--- src/rtl/synth_consts.svh ---
`ifndef SYNTH_CONSTS_SVH
`define SYNTH_CONSTS_SVH

// default voice count
`define SYNTH_NUM_BANKS 4

// host command word
`define SYNTH_CMD_W 32

// period field of the command word
`define SYNTH_PERIOD_MSB 22
`define SYNTH_PERIOD_LSB 0

// bank select field of the command word
`define SYNTH_BANK_MSB 27
`define SYNTH_BANK_LSB 23

// audio sample width
`define SYNTH_SAMPLE_W 24

// per-voice square amplitude
// four voices at full swing stay inside the signed range
`define SYNTH_TONE_AMPLITUDE 24'h100000

// register file geometry
`define LITE_DEPTH 32
`define LITE_ADDR_MSB 6
`define LITE_ADDR_LSB 2
`define LITE_LANES 4

`endif

--- src/rtl/synth_pkg.sv ---
`include "synth_consts.svh"

package synth_pkg;

  // signed audio sample
  typedef logic signed [`SYNTH_SAMPLE_W-1:0] sample_t;

  // tone half-period in clk_calc cycles
  typedef logic [`SYNTH_PERIOD_MSB-`SYNTH_PERIOD_LSB:0] period_t;

  // bank number as carried in the command
  typedef logic [`SYNTH_BANK_MSB-`SYNTH_BANK_LSB:0] bank_idx_t;

  // voice state
  typedef enum logic {
    BANK_IDLE,
    BANK_PLAYING
  } bank_state_e;

  // command opcode
  // a zero period means note off
  typedef enum logic {
    OP_NOTE_OFF,
    OP_NOTE_ON
  } note_op_e;

endpackage

--- src/rtl/lite_regfile.sv ---
`timescale 1ns/10ps
`include "synth_consts.svh"

module lite_regfile (
  input  logic                   clk_calc,
  input  logic                   arst_n,
  input  logic [`LITE_LANES-1:0] lite_wstrb,
  input  logic                   lite_rden,
  input  logic [31:0]            lite_addr,
  input  logic [31:0]            lite_wr_data,
  output logic [31:0]            lite_rd_data
);

  logic [`LITE_ADDR_MSB-`LITE_ADDR_LSB:0] word_idx;
  logic [31:0]                           rd_word;

  // word select out of the byte address
  assign word_idx = lite_addr[`LITE_ADDR_MSB:`LITE_ADDR_LSB];

  // one byte-wide array per lane
  for (genvar k = 0; k < `LITE_LANES; k++) begin : g_lane
    logic [7:0] lane_mem [`LITE_DEPTH];

    // strobe alone enables the lane write
    always_ff @(posedge clk_calc) begin
      if (lite_wstrb[k]) begin
        lane_mem[word_idx] <= lite_wr_data[k*8 +: 8];
      end
    end

    assign rd_word[k*8 +: 8] = lane_mem[word_idx];
  end

  // registered read
  // same-cycle write is seen on the next read
  always_ff @(posedge clk_calc or negedge arst_n) begin
    if (!arst_n) begin
      lite_rd_data <= '0;
    end else if (lite_rden) begin
      lite_rd_data <= rd_word;
    end
  end

endmodule

--- src/rtl/note_bank.sv ---
`timescale 1ns/10ps
`include "synth_consts.svh"

module note_bank (
  input  logic                clk_calc,
  input  logic                arst_n,
  input  logic                note_on,
  input  logic                note_off,
  input  synth_pkg::period_t  note_period,
  output synth_pkg::sample_t  sample,
  output logic                done
);

  synth_pkg::bank_state_e state;
  synth_pkg::period_t     period_q;
  synth_pkg::period_t     cnt;
  logic                   half_end;

  // last cycle of the current half-wave
  assign half_end = (cnt == period_q - 23'd1);

  always_ff @(posedge clk_calc or negedge arst_n) begin
    if (!arst_n) begin
      state  <= synth_pkg::BANK_IDLE;
      cnt    <= '0;
      sample <= '0;
      done   <= 1'b0;
    end else begin
      // done is a single pulse
      done <= 1'b0;
      if (note_on) begin
        // start or restart, always on the positive half
        state  <= synth_pkg::BANK_PLAYING;
        cnt    <= '0;
        sample <= `SYNTH_TONE_AMPLITUDE;
      end else if (note_off && state == synth_pkg::BANK_PLAYING) begin
        state  <= synth_pkg::BANK_IDLE;
        cnt    <= '0;
        sample <= '0;
        done   <= 1'b1;
      end else if (state == synth_pkg::BANK_PLAYING) begin
        if (half_end) begin
          // flip polarity
          cnt    <= '0;
          sample <= -sample;
        end else begin
          cnt <= cnt + 23'd1;
        end
      end
      // note_off while idle is ignored
    end
  end

  // period latch
  always_ff @(posedge clk_calc) begin
    if (note_on) begin
      period_q <= note_period;
    end
  end

endmodule

--- src/rtl/note_scheduler.sv ---
`timescale 1ns/10ps
`include "synth_consts.svh"

module note_scheduler #(
  parameter int NUM_BANKS = `SYNTH_NUM_BANKS
) (
  input  logic                        clk_calc,
  input  logic                        arst_n,
  input  logic                        cmd_valid,
  input  logic [`SYNTH_CMD_W-1:0]     cmd_data,
  input  logic [NUM_BANKS-1:0]        bank_done,
  output logic [NUM_BANKS-1:0]        note_on,
  output logic [NUM_BANKS-1:0]        note_off,
  output synth_pkg::period_t          note_period,
  output logic                        done_valid,
  output synth_pkg::bank_idx_t        done_bank
);

  logic                    cmd_valid_q;
  logic [`SYNTH_CMD_W-1:0] cmd_data_q;
  synth_pkg::bank_idx_t    cmd_bank;
  synth_pkg::period_t      cmd_period;
  synth_pkg::note_op_e     cmd_op;
  logic [NUM_BANKS-1:0]    on_next;
  logic [NUM_BANKS-1:0]    off_next;
  logic                    done_any;
  synth_pkg::bank_idx_t    done_idx;

  // command capture at edge 0
  always_ff @(posedge clk_calc or negedge arst_n) begin
    if (!arst_n) begin
      cmd_valid_q <= 1'b0;
      cmd_data_q  <= '0;
    end else begin
      cmd_valid_q <= cmd_valid;
      if (cmd_valid) begin
        cmd_data_q <= cmd_data;
      end
    end
  end

  // command field split
  assign cmd_bank   = cmd_data_q[`SYNTH_BANK_MSB:`SYNTH_BANK_LSB];
  assign cmd_period = cmd_data_q[`SYNTH_PERIOD_MSB:`SYNTH_PERIOD_LSB];
  assign cmd_op     = (cmd_period != '0) ? synth_pkg::OP_NOTE_ON : synth_pkg::OP_NOTE_OFF;

  // one-hot decode
  // banks at or above NUM_BANKS never match
  always_comb begin
    for (int i = 0; i < NUM_BANKS; i++) begin
      on_next[i]  = cmd_valid_q && (cmd_bank == i) && (cmd_op == synth_pkg::OP_NOTE_ON);
      off_next[i] = cmd_valid_q && (cmd_bank == i) && (cmd_op == synth_pkg::OP_NOTE_OFF);
    end
  end

  // done priority
  // ascending scan so the highest bank wins
  always_comb begin
    done_any = 1'b0;
    done_idx = '0;
    for (int i = 0; i < NUM_BANKS; i++) begin
      if (bank_done[i]) begin
        done_any = 1'b1;
        done_idx = synth_pkg::bank_idx_t'(i);
      end
    end
  end

  always_ff @(posedge clk_calc or negedge arst_n) begin
    if (!arst_n) begin
      note_on    <= '0;
      note_off   <= '0;
      done_valid <= 1'b0;
      done_bank  <= '0;
    end else begin
      // single-cycle strobes
      note_on    <= on_next;
      note_off   <= off_next;
      done_valid <= done_any;
      if (done_any) begin
        done_bank <= done_idx;
      end
    end
  end

  // period bus shared by all banks
  // only meaningful alongside a note_on bit
  always_ff @(posedge clk_calc) begin
    if (cmd_valid_q) begin
      note_period <= cmd_period;
    end
  end

endmodule

--- src/rtl/synth_top.sv ---
`timescale 1ns/10ps
`include "synth_consts.svh"

module synth_top #(
  parameter int NUM_BANKS = `SYNTH_NUM_BANKS
) (
  input  logic                    clk_calc,
  input  logic                    arst_n,
  // note command
  input  logic                    cmd_valid,
  input  logic [`SYNTH_CMD_W-1:0] cmd_data,
  // finished bank report
  output logic                    done_valid,
  output synth_pkg::bank_idx_t    done_bank,
  // mixed sample
  output synth_pkg::sample_t      audio,
  // register file bus
  // lite_wren has no effect, the byte strobes qualify writes
  input  logic                    lite_wren,
  input  logic [`LITE_LANES-1:0]  lite_wstrb,
  input  logic                    lite_rden,
  input  logic [31:0]             lite_addr,
  input  logic [31:0]             lite_wr_data,
  output logic [31:0]             lite_rd_data
);

  logic [NUM_BANKS-1:0]                 note_on;
  logic [NUM_BANKS-1:0]                 note_off;
  synth_pkg::period_t                   note_period;
  logic [NUM_BANKS-1:0]                 bank_done;
  logic [NUM_BANKS*`SYNTH_SAMPLE_W-1:0] bank_samples;

  // command decode and done report
  note_scheduler #(
    .NUM_BANKS(NUM_BANKS)
  ) u_note_scheduler (
    .clk_calc    (clk_calc),
    .arst_n      (arst_n),
    .cmd_valid   (cmd_valid),
    .cmd_data    (cmd_data),
    .bank_done   (bank_done),
    .note_on     (note_on),
    .note_off    (note_off),
    .note_period (note_period),
    .done_valid  (done_valid),
    .done_bank   (done_bank)
  );

  // voices
  for (genvar i = 0; i < NUM_BANKS; i++) begin : g_bank
    note_bank u_note_bank (
      .clk_calc    (clk_calc),
      .arst_n      (arst_n),
      .note_on     (note_on[i]),
      .note_off    (note_off[i]),
      .note_period (note_period),
      .sample      (bank_samples[i*`SYNTH_SAMPLE_W +: `SYNTH_SAMPLE_W]),
      .done        (bank_done[i])
    );
  end

  voice_mixer #(
    .NUM_BANKS(NUM_BANKS)
  ) u_voice_mixer (
    .clk_calc     (clk_calc),
    .arst_n       (arst_n),
    .bank_samples (bank_samples),
    .audio        (audio)
  );

  lite_regfile u_lite_regfile (
    .clk_calc     (clk_calc),
    .arst_n       (arst_n),
    .lite_wstrb   (lite_wstrb),
    .lite_rden    (lite_rden),
    .lite_addr    (lite_addr),
    .lite_wr_data (lite_wr_data),
    .lite_rd_data (lite_rd_data)
  );

endmodule

--- src/rtl/voice_mixer.sv ---
`timescale 1ns/10ps
`include "synth_consts.svh"

module voice_mixer #(
  parameter int NUM_BANKS = `SYNTH_NUM_BANKS
) (
  input  logic                                   clk_calc,
  input  logic                                   arst_n,
  input  logic [NUM_BANKS*`SYNTH_SAMPLE_W-1:0]   bank_samples,
  output synth_pkg::sample_t                     audio
);

  synth_pkg::sample_t mix_sum;

  // signed sum across all voices
  always_comb begin
    mix_sum = '0;
    for (int i = 0; i < NUM_BANKS; i++) begin
      mix_sum = mix_sum + $signed(bank_samples[i*`SYNTH_SAMPLE_W +: `SYNTH_SAMPLE_W]);
    end
  end

  // one register stage on the output
  always_ff @(posedge clk_calc or negedge arst_n) begin
    if (!arst_n) begin
      audio <= '0;
    end else begin
      audio <= mix_sum;
    end
  end

endmodule

--- config.mk ---
export PLATFORM = sky130hd
export DESIGN_NAME = synth_top
export DESIGN_NICKNAME = d
export VERILOG_FILES = /design/src/rtl/synth_pkg.sv /design/src/rtl/lite_regfile.sv /design/src/rtl/note_bank.sv /design/src/rtl/note_scheduler.sv /design/src/rtl/synth_top.sv /design/src/rtl/voice_mixer.sv
export VERILOG_INCLUDE_DIRS = /design/src /design/src/rtl
export SDC_FILE = /design/constraint.sdc
export NUM_CORES = 2
export LEC_CHECK = 0
export ABC_AREA = 1
export BUFFER_PORTS_ARGS = -buffer_cell sky130_fd_sc_hd__buf_2
export CAP_MARGIN = 30
export CORE_MARGIN = 2
export CORE_UTILIZATION = 40
export DETAILED_ROUTE_END_ITERATION = 8
export GPL_TIMING_DRIVEN = 0
export HOLD_SLACK_MARGIN = 0.03
export PLACE_DENSITY = 0.53
export SYNTH_ARGS = -nofsm -noshare
export SYNTH_HDL_FRONTEND = slang
export SYNTH_HIERARCHICAL = 1
export SYNTH_SLANG_ARGS = --single-unit
export TNS_END_PERCENT = 5
--- constraint.sdc ---
create_clock -name clk_calc -period 6.2 [get_ports clk_calc]
set_input_delay 0 -clock clk_calc [delete_from_list [all_inputs] [get_ports clk_calc]]
set_output_delay 0 -clock clk_calc [all_outputs]
set_load 0.005 [all_outputs]
==> results.md <==
- Boundary Pins: between 150 and 200
- Part of the Yosys area used for sequential elements: about three fifths
- Worst VDD drop: around 0.00027 V
- RSZ-0062 raised after global routing: false
- Clk slew on worst S/H paths: roughly 60 ps
- Reg2reg start: u_note_scheduler/note_on[3]
- Synth top area cells: edfxtp_1 (50%), nand2_1 (19%), dfrtp_1 (11%), nor2_1 (3.2%), inv_1 (2.8%)
- GRT Resource Usage Total: approximately 25%
- Critical Path AT: 4060 ps
- Routed wire length per instance: around 22 µm
- First-pass GRT wire length: ~320 mm
- CTS Root Cell: clkbuf_16
- Worst path required time: about 7000 ps
- H-tree depth: 4
- Clk_lat worst skew: about 800 ps
- Initial core utilization: 40.14%
- Routed via count: about 52,000
- Worst slew pin tran: 1044 ps
- Gate count of the mapped netlist: ~7,400
- Mapped Avg Cell Area: just over 9 µm²
- WS Path Type: flip-flop to flip-flop
- Final Cycle Share: between 50% and 60%
- CP max-delay cell: dfrtp_1
- Sw Share: about a quarter
- DRT iter0 DRCs: around 4,700
- Die Wd: between 400 and 500 µm
- Die Footprint: 174,900 µm²
- Nets: between 8,000 and 9,000
- Fill count: roughly 16,000
- Commonest non-fill, non-tap cell in the layout: nand2_1
- Initial antenna violation count: 4
- Crit path max fanout: 24
- Combinational share of power: 8.6%
- CTS tree: yes
- Setup crit end kind: flip-flop
- Post-synth top area share: between 40% and 50%
- Reg power frac: between 40 and 50%
- Pre-CTS WS: approximately 2800 ps
- Clock Skew: about 44 ps
- Internal power: ~17 mW
- Crit-path max cell delay: about 960 ps
- Worst hold slack: 74.58 ps
- Detail Route Antenna Nets: 0
- Routability cong.: 0.9181
- Vias in the first global route: around 50,000
- Global route total overflow: 0
- Worst Setup Start Kind: flip-flop
- Mapped Area: a little under 70,000 µm²
- Core area: 171,000 µm²
- Min-Delay Path Class: primary input to flip-flop
- Setup_tns: 0 ps
- Residual DRC: 0
- Yosys reg bits: 1,427
- Via density: 5.041
- DRT Pass-1 Iters: 7
- Layout Cell Area excl Fill: 78,930 µm²
- Final period demand of the worst path: 3369 ps
- Row count: between 150 and 200
- Share of cells above drive strength 1: approximately a tenth
- Finish-stage setup viols: 0
- PD cells: 282.8 nW/µm²
- Status: complete, no violations
- Setup Fix Bufs, Post-CTS: 0
- Num Clock Sinks: 1,427
- Hold-critical path endpoint: u_note_scheduler/cmd_data_q[22]
- Leading area contributor after synthesis: edfxtp_1
- Clock group share of total power: 42.9%
- Max_cap viols: 0
- Max-slew violations: 0
- Hold_sp: cmd_data[22]
- Die height: around 420 µm
- Yosys warns: 6
- Pin count of the biggest net entering global routing: 110
- Capturing point of the worst reg2reg path: g_bank[3].u_note_bank/sample[8]
- Final Hold Fails: 0
- Crit-path cells: buf_2 -> inv_1 -> nand2_1 -> clkbuf_1 -> clkbuf_1 -> nand3_1 -> nand2_1
- Hold path depth: 4
- Synth unique cells: 42
- Leak: 34.88 nW
- Synth-to-layout area growth: 15.02%
- Slew HR: between 30 and 40%
- HPWL reported at the end of detailed placement: 159.9 mm
- CTS Buf Count: 159
- Most frequent cells in the layout: nand2_1 (3,456), edfxtp_1 (1,139), nor2_1 (586), inv_1 (503), nand3_1 (358)
- Switching pwr: between 5 and 6 mW
- PnR worst setup slack: 2831 ps
- Input/output buffers: between 100 and 150
- Post-Route WL: about 220 mm
- R2r worst-path depth: 7
- FMAX: 0.2968 GHz
- R2R Setup Slk: 2830 ps
- Placed Area: 72,530 µm²
- Max Root-Sink Buffers: 3
synth_stat cells, drive strengths merged:
cell	number
nor3	90
a21o	1
nand4	40
or2	43
nand2	3483
buf	225
clkbuf	58
conb	5
o21bai	8
edfxtp	1139
ha	39
nand3b	34
a21oi	103
a21boi	4
xor2	136
clkinv	9
nand3	365
fa	46
dfrtp	288
o21ai	24
mux2	24
inv	538
nor2	639
xnor2	63
nor4	44
worst max-delay path: cells and delay by family, from the launching register on:
family | cells | cell delay [ps]
simple gates | 3 | 720
buf+inv | 4 | 1560
flops | 1 | 960
per-layer routing:
layer	routed length [µm]	up-vias	global-route usage, %
met5	13	-	0
met4	10690	2	11.14
met3	13220	419	3.615
met2	107000	1683	42.78
met1	92640	24840	32.49
li1	-	24720	-
power by group through the flow:
stage          Clock [mW]  Combinational, mW  Sequential, mW
2_1_floorplan           0               1.06            10.9
5_1_grt              10.1               2.12            10.8
3_5_place_dp            0               1.86            11.0
3_3_place_gp            0               1.83            11.0
6_report             9.58               1.93            10.8
4_1_cts              9.77               1.93            10.8
per-stage QoR:
stage | util, % | instances | total power [mW]
3_3_place_gp | 42.14 | 9809 | 12.84
4_1_cts | 46.15 | 10240 | 22.51
3_5_place_dp | 42.42 | 9848 | 12.86
2_1_floorplan | - | 7450 | 11.98
5_1_grt | 46.16 | 10250 | 23.09
6_report | 46.16 | 10250 | 22.32
final cells by class:
class,instances,area (µm²),share of cell area (%)
well taps,2233,2794,3.540
clock inverters,67,754.5,0.9559
plain buffers,283,1618,2.050
inverters,547,2056,2.605
multi-input cells,5193,23550,29.83
repair buffers,271,2185,2.768
flip-flops and latches,1427,41410,52.47
diodes,1,2.502,0.003171
clock buffers,225,4562,5.780
worst max path at each step:
stage	start	end	slack, ps	depth (start not counted)
detailed placement	u_note_scheduler/note_on[3]	g_bank[3].u_note_bank/sample[8]	2810	7
global placement	arst_n	u_lite_regfile/lite_rd_data[10]	-1210	1
CTS	u_note_scheduler/note_on[3]	g_bank[3].u_note_bank/sample[8]	2750	7
finish	u_note_scheduler/note_on[3]	g_bank[3].u_note_bank/sample[8]	2830	7
global route	u_note_scheduler/note_on[3]	g_bank[3].u_note_bank/sample[8]	2540	7
floorplan	g_bank[0].u_note_bank/sample[11]	u_voice_mixer/audio[17]	3640	13
state kept, by name (all words and copies together) (netlist names):
register	cells
g_bank.u_note_bank/cnt	92
g_bank.u_note_bank/done	4
g_bank.u_note_bank/period_q	92
g_bank.u_note_bank/sample	92
g_bank.u_note_bank/state	4
u_lite_regfile/g_lane.lane_mem	1024
u_lite_regfile/lite_rd_data	32
u_note_scheduler/cmd_data_q	28
u_note_scheduler/cmd_valid_q	1
u_note_scheduler/done_bank	2
u_note_scheduler/done_valid	1
u_note_scheduler/note_off	4
u_note_scheduler/note_on	4
u_note_scheduler/note_period	23
u_voice_mixer/audio	24
cell families (layout without fill, tap and decap cells):
kind of cell | Yosys count | count (layout) | share of synthesized area (%)
muxes | 24 | 24 | 0.5142
other | 5 | 8 | 0.02735
xor gates and xnor gates | 199 | 199 | 2.540
AOI/OAI and AO/OA | 140 | 140 | 1.079
adders and majority gates | 85 | 85 | 2.053
DFF | 1427 | 1427 | 60.35
and+or+nand+nor | 4738 | 4738 | 28.09
buffers and inverters | 830 | 1393 | 5.353
what timing repair did:
action / 4_1_cts / 5_1_grt
hold buffers: 104 / 0
gates resized for setup: 0 / 0
endpoints found under the hold margin: 1407 / 0
(Power assumes the default switching activity.)
